===== src/hw/soc_pkg.sv =====
// ----------------------------------------
// Shared types and constants of the subsystem
// Wishbone classic, 32-bit address and data
// Address ranges are half-open [base, base + length)
// ----------------------------------------

package soc_pkg;

  localparam int unsigned AddrWidth = 32;
  localparam int unsigned DataWidth = 32;
  localparam int unsigned SelWidth  = DataWidth / 8;

  // Master to target, 71 bits
  typedef struct packed {
    logic                 cyc;
    logic                 stb;
    logic                 we;
    logic [AddrWidth-1:0] adr;
    logic [SelWidth-1:0]  sel;
    logic [DataWidth-1:0] dat;
  } wb_req_t;

  // Target to master, 34 bits
  typedef struct packed {
    logic                 ack;
    logic                 err;
    logic [DataWidth-1:0] dat;
  } wb_rsp_t;

  typedef enum logic [1:0] {
    TargetRom,
    TargetSpm,
    TargetClint,
    TargetNone
  } target_e;

  // ----------------------------------------
  // Address map
  // ----------------------------------------
  localparam logic [AddrWidth-1:0] RomBase     = 32'h0000_0000;
  localparam logic [AddrWidth-1:0] RomLength   = 32'h0000_1000;
  localparam logic [AddrWidth-1:0] ClintBase   = 32'h0200_0000;
  localparam logic [AddrWidth-1:0] ClintLength = 32'h0001_0000;
  localparam logic [AddrWidth-1:0] SpmBase     = 32'h1000_0000;
  localparam logic [AddrWidth-1:0] SpmLength   = 32'h0000_4000;

  // CLINT register offsets
  localparam logic [AddrWidth-1:0] ClintMsipOff       = 32'h0000_0000;
  localparam logic [AddrWidth-1:0] ClintMtimecmpLoOff = 32'h0000_4000;
  localparam logic [AddrWidth-1:0] ClintMtimecmpHiOff = 32'h0000_4004;
  localparam logic [AddrWidth-1:0] ClintMtimeLoOff    = 32'h0000_BFF8;
  localparam logic [AddrWidth-1:0] ClintMtimeHiOff    = 32'h0000_BFFC;

  // Boot image, jumps to the address stored in word 6
  localparam int unsigned BootImageWords = 8;
  localparam logic [0:BootImageWords-1][DataWidth-1:0] BootImage = '{
    32'h0000_0297,
    32'h0202_8593,
    32'hF140_2573,
    32'h0182_A283,
    32'h0002_8067,
    32'h0000_0013,
    32'h1000_0000,
    32'h0000_0000
  };

  // Byte-lane merge under a select mask
  function automatic logic [DataWidth-1:0] merge_bytes(input logic [DataWidth-1:0] old_w,
                                                       input logic [DataWidth-1:0] new_w,
                                                       input logic [SelWidth-1:0]  sel);
    logic [DataWidth-1:0] res;
    res = old_w;
    for (int b = 0; b < SelWidth; b++) begin
      if (sel[b]) begin
        res[8*b +: 8] = new_w[8*b +: 8];
      end
    end
    return res;
  endfunction

endpackage


===== src/hw/clint_timer.sv =====
// ----------------------------------------
// CLINT for one hart, 32-bit register halves
// mtime counts every second rtc_i rising edge
// rtc_i is async, up to 3 cycles of jitter
// ----------------------------------------
`timescale 1ns/1ps

module clint_timer
  import soc_pkg::*;
(
  input  logic    clk_i,
  input  logic    ndmreset_n,
  input  logic    rtc_i,
  input  wb_req_t wb_req_i,
  output wb_rsp_t wb_rsp_o,
  output logic    timer_irq_o,
  output logic    ipi_o
);

  logic [1:0]           rtc_sync_q;
  logic                 rtc_prev_q;
  logic                 rtc_div_q;
  logic                 rtc_rise;
  logic                 tick;
  logic [63:0]          mtime_q;
  logic [63:0]          mtimecmp_q;
  logic                 msip_q;
  logic                 access;
  logic                 wr_en;
  logic                 ack_q;
  logic [DataWidth-1:0] rdata;
  logic [DataWidth-1:0] rdata_q;

  // ----------------------------------------
  // Time base
  // ----------------------------------------
  assign rtc_rise = rtc_sync_q[1] & ~rtc_prev_q;
  // Every other edge
  assign tick     = rtc_rise & rtc_div_q;

  always_ff @(posedge clk_i or negedge ndmreset_n) begin
    if (!ndmreset_n) begin
      rtc_sync_q <= '0;
      rtc_prev_q <= 1'b0;
      rtc_div_q  <= 1'b0;
    end else begin
      rtc_sync_q <= {rtc_sync_q[0], rtc_i};
      rtc_prev_q <= rtc_sync_q[1];
      if (rtc_rise) begin
        rtc_div_q <= ~rtc_div_q;
      end
    end
  end

  // ----------------------------------------
  // Registers
  // ----------------------------------------
  assign access = wb_req_i.cyc & wb_req_i.stb & ~ack_q;
  assign wr_en  = access & wb_req_i.we;

  always_ff @(posedge clk_i or negedge ndmreset_n) begin
    if (!ndmreset_n) begin
      ack_q      <= 1'b0;
      mtime_q    <= '0;
      mtimecmp_q <= '1;
      msip_q     <= 1'b0;
    end else begin
      ack_q <= access;
      if (tick) begin
        mtime_q <= mtime_q + 64'd1;
      end
      // Bus write wins over the tick for the half it touches
      if (wr_en) begin
        case (wb_req_i.adr)
          ClintMsipOff: begin
            if (wb_req_i.sel[0]) begin
              msip_q <= wb_req_i.dat[0];
            end
          end
          ClintMtimecmpLoOff: begin
            mtimecmp_q[31:0] <= merge_bytes(mtimecmp_q[31:0], wb_req_i.dat, wb_req_i.sel);
          end
          ClintMtimecmpHiOff: begin
            mtimecmp_q[63:32] <= merge_bytes(mtimecmp_q[63:32], wb_req_i.dat, wb_req_i.sel);
          end
          ClintMtimeLoOff: begin
            mtime_q[31:0] <= merge_bytes(mtime_q[31:0], wb_req_i.dat, wb_req_i.sel);
          end
          ClintMtimeHiOff: begin
            mtime_q[63:32] <= merge_bytes(mtime_q[63:32], wb_req_i.dat, wb_req_i.sel);
          end
          default: ;
        endcase
      end
    end
  end

  always_comb begin
    case (wb_req_i.adr)
      ClintMsipOff:       rdata = {{(DataWidth-1){1'b0}}, msip_q};
      ClintMtimecmpLoOff: rdata = mtimecmp_q[31:0];
      ClintMtimecmpHiOff: rdata = mtimecmp_q[63:32];
      ClintMtimeLoOff:    rdata = mtime_q[31:0];
      ClintMtimeHiOff:    rdata = mtime_q[63:32];
      default:            rdata = '0;
    endcase
  end

  always_ff @(posedge clk_i) begin
    if (access) begin
      rdata_q <= rdata;
    end
  end

  assign wb_rsp_o.ack = ack_q;
  assign wb_rsp_o.err = 1'b0;
  assign wb_rsp_o.dat = rdata_q;

  assign timer_irq_o = (mtime_q >= mtimecmp_q);
  assign ipi_o       = msip_q;

endmodule


===== config.mk =====
export PLATFORM = sky130hd
export DESIGN_NAME = clint_timer
export DESIGN_NICKNAME = d
export VERILOG_FILES = /design/src/hw/soc_pkg.sv /design/src/hw/clint_timer.sv
export SDC_FILE = /design/constraint.sdc
export NUM_CORES = 1
export LEC_CHECK = 0
export BUFFER_PORTS_ARGS = -buffer_cell sky130_fd_sc_hd__buf_2
export CORE_ASPECT_RATIO = 1.2
export CORE_MARGIN = 5
export CORE_UTILIZATION = 55
export DETAILED_ROUTE_END_ITERATION = 10
export PLACE_DENSITY = 0.8
export RECOVER_POWER = 50
export SLEW_MARGIN = 20
export SYNTH_ARGS = -nofsm -noshare
export SYNTH_HDL_FRONTEND = slang
export SYNTH_SLANG_ARGS = --single-unit

===== constraint.sdc =====
create_clock -name clk_i -period 3.2 [get_ports clk_i]
set_input_delay 0.16 -clock clk_i [delete_from_list [all_inputs] [get_ports clk_i]]
set_output_delay 0.16 -clock clk_i [all_outputs]
set_load 0.005 [all_outputs]

Word-level counts from Yosys, hierarchy flattened
Index checks and enable logic that the tools add are counted.

word-level totals
  flip-flop bits (word level) = 166
  latch bits = 0
  memory bits (writable) = 0
  ROM bits = 0
  input bits = 74
  output and inout bits = 36
  logic and storage cells = 63
  memories = 0

cells by class
  add/subtract/negate cells = 1
  multiply operators = 0
  div/mod/pow operators = 0
  order comparisons = 1
  eq/ne operators = 12
  shift-type cells = 0
  mux-type cells = 9
  bitwise operators = 8
  reductions and logical operators = 10

operator list
  cell                                                               number
  32-bit one-hot mux with 5 select lines                             1
  64-bit 2-to-1 mux                                                  2
  64-bit by 1-bit adder with 64-bit output, second input constant    1
  32-bit by 15-bit == test with 1-bit output, second input constant  2
  32-bit by 16-bit == test with 1-bit output, second input constant  2
  64-bit >= comparator                                               1
  32-bit 2-to-1 mux                                                  2
  32-bit zero test                                                   1
  8-bit 2-to-1 mux                                                   4
  3-bit AND reduction                                                9
  3-bit inequality test, second input constant                       8
  1-bit AND                                                          5
  1-bit NOT                                                          3

Depth between registers and ports, before layout
Gate-level depths: netlist of the first run.

  depth in word-level cells = 6
  depth in mapped cells = 9

Worst setup path before layout of the first run
OpenSTA, ideal clock, no wires.

  path type = flip-flop to flip-flop
  start = register ack_q
  end = register mtime_q[58]
  library setup time = 123 ps
  data arrival time = 2,513 ps
  data required time = 3,077 ps
  setup slack = 564 ps
  cell stages (with the launch flop) = 8
  clock period less this slack = 2,636 ps
  cell sequence = dfrtp_1 and3b_1 and3_1 and4_1 buf_2 buf_2 nand2_1 o221a_2

between the ends
  word-level cells in the longest chain between the ends = 4
  elaborated cells on any way between the ends = 5

ends and longest elaborated chain
  item                                                                  line               RTL
  from (decl)                                                           clint_timer.sv:30  logic ack_q;
  from (signal assigned)                                                clint_timer.sv:68  ack_q <= access;
  1-bit NOT *                                                           clint_timer.sv:58  assign access = wb_req_i.cyc & wb_req_i.stb & ~ack_q;
  1-bit AND *                                                           clint_timer.sv:58
  named net access                                                      clint_timer.sv:28  logic access;
  1-bit AND *                                                           clint_timer.sv:59  assign wr_en = access & wb_req_i.we;
  3-bit inequality test (no line) or 64-bit 2-to-1 mux (tied branches)  n/a
  to (signal assigned)                                                  clint_timer.sv:70  mtime_q <= mtime_q + 64'd1;
  to (signal assigned)                                                  clint_timer.sv:90  mtime_q[63:32] <= merge_bytes(mtime_q[63:32], wb_req_i.dat, wb_req_i.sel);
  to (decl)                                                             clint_timer.sv:25  logic [63:0] mtime_q;

The timed path passes the listed nets; every way through them passes the cells marked *.
A chain may end at the register's enable or synchronous reset.

Worst setup path in the final report of the first run
  start = register mtimecmp_q[9]
  end = output port timer_irq_o

between the ends
  word-level cells in the longest chain between the ends = 1

ends and longest elaborated chain
  item                    line                RTL
  from (decl)             clint_timer.sv:26   logic [63:0] mtimecmp_q;
  from (signal assigned)  clint_timer.sv:81   mtimecmp_q[31:0] <= merge_bytes(mtimecmp_q[31:0], wb_req_i.dat, wb_req_i.sel);
  64-bit >= comparator    clint_timer.sv:119  assign timer_irq_o = (mtime_q >= mtimecmp_q);
  to (decl)               clint_timer.sv:16   output logic timer_irq_o,

Every way passes these cells.

==> impl_metrics.py, run 1 <==
metrics = {
    "synth": {
        "synth.ff_latch_count": 166,
        "ys_seq_area_share_pct": 42.1,
        "avgSynthCellArea_um2": 9.88,
        "syn_nets": 1195,
        "synth_cell_types": 66,
        "dominant_register_cell_in_the_synthesized_netlist": "sky130_fd_sc_hd__dfrtp_1",
        "yosys_warnings": 0,
        "asyncSetResetFlopFracSynth_pct": 80.7,
        "post_synth_inst_count": 1056,
        "synth_edf_count": 32,
        "syn_area_mm2": 0.0104,
    },
    "sta": {
        "grt_setup_unrepaired": "no",
        "fmax_ghz": 0.323,
        "setup_skew_ps": 6.85,
        "setup_viol": 0,
        "max_slew.worst_pin.slew_ps": 2030,
        "timing_max_transition_violations_final": 114,
        "timing.final.crit_share_pct": 96.8,
        "hold_violations": 0,
        "timing.slew.headroom_pct": -35.4,
        "finalSetupTns_ps": 0,
        "timing.final.crit_period_ps": 3100,
    },
    "clock_network": {
        "tritoncts.num_buffers": 17,
        "ctsRootBufferMaster": "sky130_fd_sc_hd__clkbuf_16",
        "cts_htree_levels": 4,
        "clock_tree.buffer_depth": 2,
        "tritoncts_clock_tree": "yes",
        "worstSkewPairLatency_ps": 430,
        "worst_setup_hold_path_clk_slew_ps": 70,
        "cts_post_setup_buffers_inserted": 0,
        "cts_sinks": 166,
    },
    "die": {
        "initial_utilization_pct": 55.5,
        "core_area_mm2": 0.0188,
        "die-area_mm2": 0.0218,
        "die_outline_width_um": 136,
        "die_y_um": 161,
        "io_pins": 110,
        "rows": 55,
    },
    "power": {
        "ir_drop_uv": 374,
        "power_per_cell_area_mw_per_mm2": 394,
        "total_leakage_power_nw": 4.85,
    },
    "setup_path": {
        "rr_startpoint": "mtime_q[1]$_DFFE_PN0P_",
        "crit_path_max_fanout": 3,
        "crit_arrival_ps": 2940,
        "cp_slowest_cell": "sky130_fd_sc_hd__dfstp_2",
        "critical_path.top_delay_family": "compound AO/OA/AOI/OAI gates",
        "cp_data_required_time_ps": 3040,
        "worst_path_largest_cell_delay_ps": 550,
        "critPathLaunchType": "register",
        "critPathBufInv": 2,
        "timing.setup.critical_path_class": "reg2out",
        "setup.worst_path.end_class": "output pin",
        "crit_path_start": "mtimecmp_q[9]$_DFFE_PN1P_",
        "worstPathCellList": "inv_1 > ha_1 > and4_1 > nand2_1 > a221o_1 > a311oi_2 > o31ai_1 > a41oi_1 > buf_2",
    },
    "outcome": {
        "violated_checks": "max-capacitance violations, max-slew violations",
        "status": "finished, violations left",
    },
    "min_path": {
        "min_path_type": "in2reg",
        "hold_start": "wb_req_i[27]",
    },
    "cells_and_area": {
        "flow.area_growth_from_synthesis_pct": 13.6,
        "multi_input_comb_area_mm2": 0.00559,
        "diodes_inserted": 0,
        "postLayoutCoreUtil_pct": 63.0,
        "nets": 1300,
        "register_area_mm2": 0.00439,
        "num-fill-cells": 1545,
        "post_route_cells_drive_above_1_share_pct": 25.1,
    },
    "global_route": {
        "grt_usage_pct": 27.2,
        "globalRoute.totalOverflow": 0,
        "initial_antenna_violation_count": 0,
        "largest_net_degree_at_the_start_of_global_routing": 81,
        "vias_in_the_first_global_route": 9199,
        "wire_length_of_the_first_global_routing_pass_um": 47300,
    },
    "routing": {
        "drt_wl_total_um": 29000,
        "vias": 9139,
        "detail_route.drc_violations": 0,
        "vias_per_cell": 6.39,
        "drt_iter0_markers": 913,
        "dr.pass1.iters": 5,
        "avgRoutedWirePerCell_um": 20.3,
        "ant_nets": 0,
    },
    "placement": {
        "numPortBuffers": 108,
        "gp_congestion": 0.947,
        "place.detailed.hpwl_um": 21200,
    },
    "run": {
        "max-cap-violations": 2,
    },
}
metrics by stage:
stage / worst slack (ps) / cell area (um2) / std cells / hold WS [ps] / power, mW
2_1_floorplan: 564 / 10400 / 1056 / -136 / 2.51
3_5_place_dp: 430 / 11300 / 1396 / 259 / 2.71
4_1_cts: 40.9 / 11900 / 1430 / 13.1 / 4.68
3_3_place_gp: 452 / 11300 / 1396 / 255 / 2.69
5_1_grt: 15.7 / 11800 / 1430 / 31.9 / 4.83
6_report: 103 / 11800 / 1430 / 27.8 / 4.66
state kept, by name, indices dropped and copies added (netlist names):
register	cells
mtimecmp_q	64
mtime_q	64
rdata_q	32
rtc_div_q	1
rtc_prev_q	1
ack_q	1
ipi_o	1
rtc_sync_q	2
per-layer routing:
layer  wire length, um  vias up  GRT usage [%]
li1                  -     4191              -
met1             11500     4430           34.4
met2             14300      406           45.1
met3              1830      112           4.14
met4              1380        0           13.6
met5                 0        -              0
cells by family after synthesis:
| family | after synthesis | share of synthesized area, % |
|---|---|---|
| flops | 166 | 42.1 |
| xor+xnor | 2 | 0.168 |
| mux | 132 | 13.4 |
| other cells | 1 | 0.0360 |
| fa+ha+maj | 65 | 7.80 |
| simple gates | 324 | 16.4 |
| compound gates | 247 | 15.6 |
| buf+inv | 119 | 4.45 |
path summary, 6_finish.rpt:
check	depth (start not counted)	slack, ps	to
max	9	100	timer_irq_o
min	2	30	mtimecmp_q[27]$_DFFE_PN1P_
max reg2reg	7	510	mtime_q[62]$_DFFE_PN0P_
min reg2reg	0	350	rtc_sync_q[1]$_DFF_PN0_
max in group asynchronous	3	1150	mtimecmp_q[63]$_DFFE_PN1P_
min in group asynchronous	2	870	mtime_q[43]$_DFFE_PN0P_
report_power, final:
group | total, mW | internal [mW] | leakage [nW] | switching (mW)
clock network | 1.98 | 1.14 | 0.274 | 0.838
logic | 0.381 | 0.156 | 2.79 | 0.225
registers | 2.30 | 2.21 | 1.79 | 0.0837
worst register-to-register path: cells and delay by family, from the launching register on:
kind | cells | cell delay [ps]
adders and majority gates | 1 | 250
DFF | 1 | 470
AOI/OAI and AO/OA | 1 | 150
and+or+nand+nor | 5 | 1710
synthesized netlist by cell type (all sizes together) (3+ instances only):
cell,number,area [um2]
o21ai,41,205
a311oi,13,114
buf,13,66.3
o32ai,13,114
o31ai,10,75.1
mux2i,68,681
edfxtp,32,961
nor4,15,151
inv,77,289
mux2,64,721
dfrtp,70,1750
a211oi,15,113
ha,65,813
nand4b,3,26.3
nor2,68,255
a31oi,4,25.0
clkbuf,29,109
nand4,28,181
o21a,8,60.1
and2,9,56.3
dfstp,64,1680
a21o,8,60.1
nor3,22,131
and4,11,96.3
nand2b,6,37.5
o221a,9,101
o22ai,36,225
nand2,83,322
a221oi,3,26.3
a21oi,68,340
o41ai,4,35.0
nand3,52,270
and3,16,100
placed cells by master (no fill, tap or decap), types with 9 or more instances in the layout:
cell,Yosys,layout
sky130_fd_sc_hd__mux2i_1,68,68
sky130_fd_sc_hd__clkbuf_1,29,20
sky130_fd_sc_hd__dfrtp_1,70,70
sky130_fd_sc_hd__o31ai_1,10,10
sky130_fd_sc_hd__nand2_1,79,79
sky130_fd_sc_hd__nand4_1,27,27
sky130_fd_sc_hd__inv_1,77,77
sky130_fd_sc_hd__clkbuf_16,0,17
sky130_fd_sc_hd__and4_1,11,11
sky130_fd_sc_hd__a21oi_1,68,68
sky130_fd_sc_hd__dfstp_2,64,64
sky130_fd_sc_hd__buf_4,3,17
sky130_fd_sc_hd__nor3_1,19,18
sky130_fd_sc_hd__nand3_1,50,50
sky130_fd_sc_hd__a311oi_1,13,12
sky130_fd_sc_hd__edfxtp_1,32,32
sky130_fd_sc_hd__ha_1,65,65
sky130_fd_sc_hd__o22ai_1,36,36
sky130_fd_sc_hd__o221a_2,9,9
sky130_fd_sc_hd__o21ai_0,41,41
sky130_fd_sc_hd__nor4_1,10,9
sky130_fd_sc_hd__mux2_2,63,63
sky130_fd_sc_hd__o32ai_1,13,13
sky130_fd_sc_hd__nor2_1,68,68
sky130_fd_sc_hd__buf_2,5,89
sky130_fd_sc_hd__a211oi_1,15,15
sky130_fd_sc_hd__and3_1,16,16
final cells by class:
| class | instances | share of cell area (%) |
|---|---|---|
| clock inverters | 9 | 0.644 |
| clock buffers | 23 | 4.12 |
| flip-flops and latches | 166 | 37.1 |
| repair buffers | 128 | 5.79 |
| inverters | 77 | 2.44 |
| well taps | 256 | 2.70 |
| multi-input cells | 771 | 47.2 |
what timing repair did:
action / 4_1_cts / 5_1_grt
pin swaps: 0 / 0
hold buffers: 2 / 0
endpoints found under the setup margin: 1 / 1
gates resized for setup: 1 / 2
hold endpoints to repair: 32 / 0
Power figures use the tool's default switching activity.
==> run 2, diff against run 1 <==
--- a/config.mk
+++ b/config.mk
@@ -14,2 +14,3 @@
 export RECOVER_POWER = 50
+export SETUP_SLACK_MARGIN = 0.5
 export SLEW_MARGIN = 20
--- a/constraint.sdc
+++ b/constraint.sdc
@@ -3,2 +3,2 @@
 set_output_delay 0.16 -clock clk_i [all_outputs]
-set_load 0.005 [all_outputs]
+set_load 0.02 [all_outputs]
==> run 2 against run 1 <==
Against the previous run:
- worst setup slack better by 140 ps
- largest cell class unchanged
- sequential share of layout area down 0.65 points
- worst hold slack worse by 9.6 ps
- combinational power up 8.1%
- the run still ends with max-capacitance violations, max-slew violations left
- critical path type unchanged
==> impl_metrics.py, run 2 (synthesis results as in run 1) <==
metrics = {
    "sta": {
        "max_slew.worst_pin.slew_ps": 2430,
        "timing.final.ws_setup_ps": 241,
        "finalSetupTns_ps": 0,
        "setup_skew_ps": 10.4,
        "timing.final.crit_period_ps": 2960,
        "hold_violations": 0,
        "timing.slew.headroom_pct": -62.3,
        "timing.final.crit_share_pct": 92.5,
        "fmax_ghz": 0.338,
        "setup_viol": 0,
        "grt_setup_unrepaired": "yes",
        "timing_max_transition_violations_final": 127,
    },
    "global_route": {
        "globalRoute.totalOverflow": 0,
        "largest_net_degree_at_the_start_of_global_routing": 93,
        "grt_usage_pct": 27.1,
        "wire_length_of_the_first_global_routing_pass_um": 47100,
        "initial_antenna_violation_count": 0,
        "vias_in_the_first_global_route": 9203,
    },
    "routing": {
        "vias": 9258,
        "drt_iter0_markers": 961,
        "drt_wl_total_um": 29800,
        "vias_per_cell": 6.47,
        "ant_nets": 0,
        "detail_route.drc_violations": 0,
        "avgRoutedWirePerCell_um": 20.8,
        "dr.pass1.iters": 6,
    },
    "clock_network": {
        "tritoncts.num_buffers": 17,
        "cts_sinks": 166,
        "clock_tree.buffer_depth": 2,
        "worstSkewPairLatency_ps": 440,
        "worst_setup_hold_path_clk_slew_ps": 70,
        "ctsRootBufferMaster": "sky130_fd_sc_hd__clkbuf_16",
        "cts_htree_levels": 4,
        "tritoncts_clock_tree": "yes",
    },
    "cells_and_area": {
        "post_route_cells_drive_above_1_share_pct": 25.9,
        "num-fill-cells": 1507,
        "postLayoutCoreUtil_pct": 64.2,
        "flow.area_growth_from_synthesis_pct": 15.6,
        "diodes_inserted": 0,
        "nets": 1301,
        "reg.largest.list": "mtime_q x64, mtimecmp_q x64, rdata_q x32",
        "most-common-layout-cells": "75 x sky130_fd_sc_hd__inv_1, 75 x sky130_fd_sc_hd__nand2_1, 71 x sky130_fd_sc_hd__buf_2",
        "layoutNonFillerInstCount": 1431,
    },
    "setup_path": {
        "setup.worst_path.end_class": "output pin",
        "worstPathCellList": "inv_2 > ha_4 > and4_4 > nand2_4 > a221o_1 > a311oi_4 > o31ai_4 > a41oi_2 > buf_4",
        "cp_data_required_time_ps": 3040,
        "worst_path_largest_cell_delay_ps": 540,
        "crit_path_start": "mtimecmp_q[10]$_DFFE_PN1P_",
        "critPathBufInv": 2,
        "timing.setup.critical_path_class": "reg2out",
        "crit_arrival_ps": 2800,
        "critPathLaunchType": "register",
        "cp_slowest_cell": "sky130_fd_sc_hd__dfstp_2",
        "critical_path.top_delay_family": "compound AO/OA/AOI/OAI gates",
        "crit_path_max_fanout": 2,
        "rr_startpoint": "ack_q$_DFF_PN0_",
    },
    "die": {
        "die_outline_width_um": 136,
        "die-area_mm2": 0.0218,
        "core_area_mm2": 0.0188,
        "initial_utilization_pct": 55.5,
        "die_y_um": 161,
        "rows": 55,
        "io_pins": 110,
    },
    "outcome": {
        "status": "finished, violations left",
        "violated_checks": "max-capacitance violations, max-slew violations",
    },
    "power": {
        "total_leakage_power_nw": 4.86,
        "total_power_mw": 4.77,
        "ir_drop_uv": 382,
        "power_per_cell_area_mw_per_mm2": 395,
    },
    "placement": {
        "gp_congestion": 0.942,
        "numPortBuffers": 108,
        "placed_cells_incl_taps": 1391,
        "preCtsSetupSlack_ps": 539,
        "place.detailed.hpwl_um": 21100,
    },
    "min_path": {
        "min_path_type": "in2reg",
        "hold_start": "wb_req_i[12]",
    },
    "run": {
        "max-cap-violations": 2,
    },
}
## run 2: changes by cell type in the layout (fill, tap and decap cells not counted), sizes merged
cell,delta
clkbuf,+18
buf,-16
clkinv,-3
bufinv,+1
clkinvlp,+1
## run 2: metal layers
layer | global-route usage [%] | vias to the layer above | share of wire, %
li1 | - | 4194 | -
met1 | 33.7 | 4516 | 39
met2 | 45.9 | 428 | 50
met3 | 4.39 | 120 | 6.4
met4 | 13.0 | 0 | 4.7
met5 | 0 | - | 0
## run 2: worst reg2reg max path, cell delays in order, from the launching register on
cell,delay [ps]
sky130_fd_sc_hd__dfrtp_1,380
sky130_fd_sc_hd__and3b_2,240
sky130_fd_sc_hd__clkbuf_1,1530
## run 2: stage by stage
step / area, um2 / hold WS [ps]
detailed placement: 11200 / 271
floorplan: 10400 / -136
global placement: 11200 / 267
finish: 12100 / 18.2
global route: 12100 / 19.1
CTS: 12000 / 11.1
## run 2: what timing repair did
| item | in CTS | in global routing |
|---|---|---|
| setup endpoints to repair | 1 | 6 |
| hold buffers | 2 | 0 |
| setup buffers | 3 | 3 |
| resized for setup | 25 | 14 |
| pin swaps | 10 | 10 |
| endpoints found under the hold margin | 50 | 0 |
## run 2: path summary, 6_finish.rpt
| kind | endpoint | slack (ps) | depth (start not counted) |
|---|---|---|---|
| worst max register to register | rdata_q[13]$_DFFE_PP_ | 610 | 2 |
| worst min-delay path | mtime_q[12]$_DFFE_PN0P_ | 20 | 3 |
| min in group asynchronous | mtime_q[42]$_DFFE_PN0P_ | 1010 | 2 |
| worst max-delay path | timer_irq_o | 240 | 9 |
| worst min register to register | rtc_sync_q[1]$_DFF_PN0_ | 350 | 0 |
| max in group asynchronous | mtimecmp_q[27]$_DFFE_PN1P_ | 740 | 3 |
## run 2: report_power, final
group | total (mW) | switching [mW] | internal [mW]
sequential | 2.30 | 0.0852 | 2.21
clock | 2.05 | 0.846 | 1.21
combinational | 0.412 | 0.251 | 0.161
## run 2: final cells by class
class	instances	area [um2]	area share, %
timing repair buffer	129	662	5.49
tap	256	320	2.66
multi-input combinational	771	5810	48.2
sequential	166	4390	36.5
clock buffer	24	482	4.00
clock inverter	8	97.6	0.810
inverter	77	289	2.40
==> run 3, diff against run 2 <==
CORE_ASPECT_RATIO = 1.25   (was 1.2)
SLEW_MARGIN = unset   (was 20)
==> run 3 against run 2 <==
Against the previous run:
- utilization increased by 0.20 points
- global-route usage grew 0.82 points
- critical path depth is the same
- largest power group unchanged
- the flow still finishes with violations (max-capacitance violations, max-slew violations)
==> impl_metrics.py, run 3 (synthesis results as in run 1) <==
metrics = {
    "min_path": {
        "timing.hold.worst_endpoint": "mtime_q[29]$_DFFE_PN0P_",
        "worst_hold_path.num_cells": 2,
        "min_path_type": "in2reg",
        "hold_start": "wb_req_i[29]",
    },
    "sta": {
        "final.hold.worst_slack_ps": 25.8,
        "finalSetupTns_ps": 0,
        "setup_skew_ps": 8.14,
        "timing.final.crit_period_ps": 2950,
        "timing.final.ws_setup_ps": 249,
        "setup_viol": 0,
        "grt_setup_unrepaired": "yes",
        "timing.slew.headroom_pct": -46.9,
        "max_slew.worst_pin.slew_ps": 2200,
        "fmax_ghz": 0.339,
        "timing.final.crit_share_pct": 92.2,
        "timing_max_transition_violations_final": 95,
        "hold_violations": 0,
    },
    "cells_and_area": {
        "diodes_inserted": 0,
        "nets": 1300,
        "flow.area_growth_from_synthesis_pct": 15.4,
        "post_route_cells_drive_above_1_share_pct": 25.4,
        "most-common-layout-cells": "76 x sky130_fd_sc_hd__inv_1, 76 x sky130_fd_sc_hd__nand2_1, 71 x sky130_fd_sc_hd__buf_2",
        "layoutNonFillerInstCount": 1406,
        "reg.largest.list": "mtime_q x64, mtimecmp_q x64, rdata_q x32",
        "register_area_mm2": 0.00439,
        "multi_input_comb_area_mm2": 0.00576,
        "num-fill-cells": 1447,
    },
    "setup_path": {
        "setup.worst_path.end_class": "output pin",
        "cp_data_required_time_ps": 3040,
        "critPathLaunchType": "register",
        "timing.rr.end": "rdata_q[15]$_DFFE_PP_",
        "worstRegToRegCells": 2,
        "crit_arrival_ps": 2790,
        "timing.setup.critical_path_class": "reg2out",
        "r2r_setup_slack_ps": 570,
        "crit_path_max_fanout": 3,
        "rr_startpoint": "ack_q$_DFF_PN0_",
    },
    "power": {
        "intPower_mw": 3.76,
        "ir_drop_uv": 380,
        "power.share.combinational_pct": 8.3,
        "power_per_cell_area_mw_per_mm2": 411,
        "power.switching_mw": 1.18,
        "sequentialPowerShare_pct": 46.5,
        "power.share.clock_pct": 45.2,
        "power.share.switching_pct": 23.9,
        "total_leakage_power_nw": 4.86,
        "total_power_mw": 4.95,
    },
    "die": {
        "die_y_um": 164,
        "die-area_mm2": 0.0218,
        "initial_utilization_pct": 55.7,
        "core_area_mm2": 0.0187,
        "die_outline_width_um": 133,
        "io_pins": 110,
        "rows": 56,
    },
    "routing": {
        "ant_nets": 0,
        "detail_route.drc_violations": 0,
        "dr.pass1.iters": 6,
        "drt_wl_total_um": 30300,
        "vias_per_cell": 6.61,
        "drt_iter0_markers": 933,
        "vias": 9296,
        "avgRoutedWirePerCell_um": 21.6,
    },
    "global_route": {
        "largest_net_degree_at_the_start_of_global_routing": 62,
        "wire_length_of_the_first_global_routing_pass_um": 48700,
        "initial_antenna_violation_count": 0,
        "globalRoute.totalOverflow": 0,
        "vias_in_the_first_global_route": 9284,
        "grt_usage_pct": 28.0,
    },
    "clock_network": {
        "worstSkewPairLatency_ps": 440,
        "cts_htree_levels": 4,
        "tritoncts.num_buffers": 17,
        "cts_sinks": 166,
        "tritoncts_clock_tree": "yes",
        "clock_tree.buffer_depth": 2,
        "ctsRootBufferMaster": "sky130_fd_sc_hd__clkbuf_16",
        "worst_setup_hold_path_clk_slew_ps": 60,
    },
    "outcome": {
        "status": "finished, violations left",
        "violated_checks": "max-capacitance violations, max-slew violations",
    },
    "run": {
        "max-cap-violations": 2,
    },
    "placement": {
        "placed_cells_incl_taps": 1368,
        "numPortBuffers": 108,
        "place.detailed.hpwl_um": 21600,
        "gp_congestion": 0.957,
        "preCtsSetupSlack_ps": 529,
    },
}
## run 3: per-layer routing
layer / wire length (um) / part of all wire [%] / GRT usage, %
met5: 0 / 0 / 0
met4: 1570 / 5.2 / 14.5
met3: 2100 / 6.9 / 5.85
met2: 15100 / 50 / 48.1
met1: 11500 / 38 / 33.1
## run 3: worst max-delay path, stage by stage, from the launching register on
cell                       delay (ps)
sky130_fd_sc_hd__dfstp_2          550
sky130_fd_sc_hd__inv_1             70
sky130_fd_sc_hd__ha_4             270
sky130_fd_sc_hd__nand4_1          210
sky130_fd_sc_hd__nor3_4           280
sky130_fd_sc_hd__nand2_2          150
sky130_fd_sc_hd__a311oi_4         280
sky130_fd_sc_hd__o31ai_4          140
sky130_fd_sc_hd__a41oi_2          220
sky130_fd_sc_hd__buf_4            180
## run 3: final cells by class
cell class,instances,share of cell area (%)
timing repair buffer,128,5.52
clock buffer,25,4.12
sequential,166,36.5
clock inverter,7,1.17
tap,232,2.41
multi-input combinational,771,47.9
inverter,77,2.40
## run 3: metrics by stage
stage | cell area [um2] | util [%]
final | 12000 | 64.4
after global routing | 12000 | 64.4
after CTS | 12100 | 64.5
after detailed placement | 11200 | 59.9
after global placement | 11200 | 59.9
after floorplan | 10400 | -
## run 3: worst max-delay path by stage
stage / depth (start not counted) / end / startpoint / slack, ps
after floorplan: 7 / mtime_q[58]$_DFFE_PN0P_ / ack_q$_DFF_PN0_ / 560
after global placement: 9 / timer_irq_o / mtimecmp_q[19]$_DFFE_PN1P_ / 530
after detailed placement: 6 / mtime_q[62]$_DFFE_PN0P_ / mtime_q[2]$_DFFE_PN0P_ / 530
after CTS: 9 / timer_irq_o / mtimecmp_q[10]$_DFFE_PN1P_ / 340
after global routing: 9 / timer_irq_o / mtimecmp_q[17]$_DFFE_PN1P_ / 180
final: 9 / timer_irq_o / mtimecmp_q[30]$_DFFE_PN1P_ / 250
## run 3: power groups by stage
stage	Sequential [mW]	Clock, mW	Combinational [mW]
floorplan	2.32	0	0.211
global placement	2.33	0	0.390
detailed placement	2.33	0	0.402
CTS	2.29	2.25	0.409
global route	2.30	2.35	0.457
finish	2.30	2.24	0.411
## run 3: timing repair
action                                  4_1_cts  5_1_grt
hold endpoints to repair                     23        0
pin swaps                                    13        1
endpoints found under the setup margin        1        4
setup buffers                                 4        0
gates resized for setup                      30        4
hold buffers                                  2        0
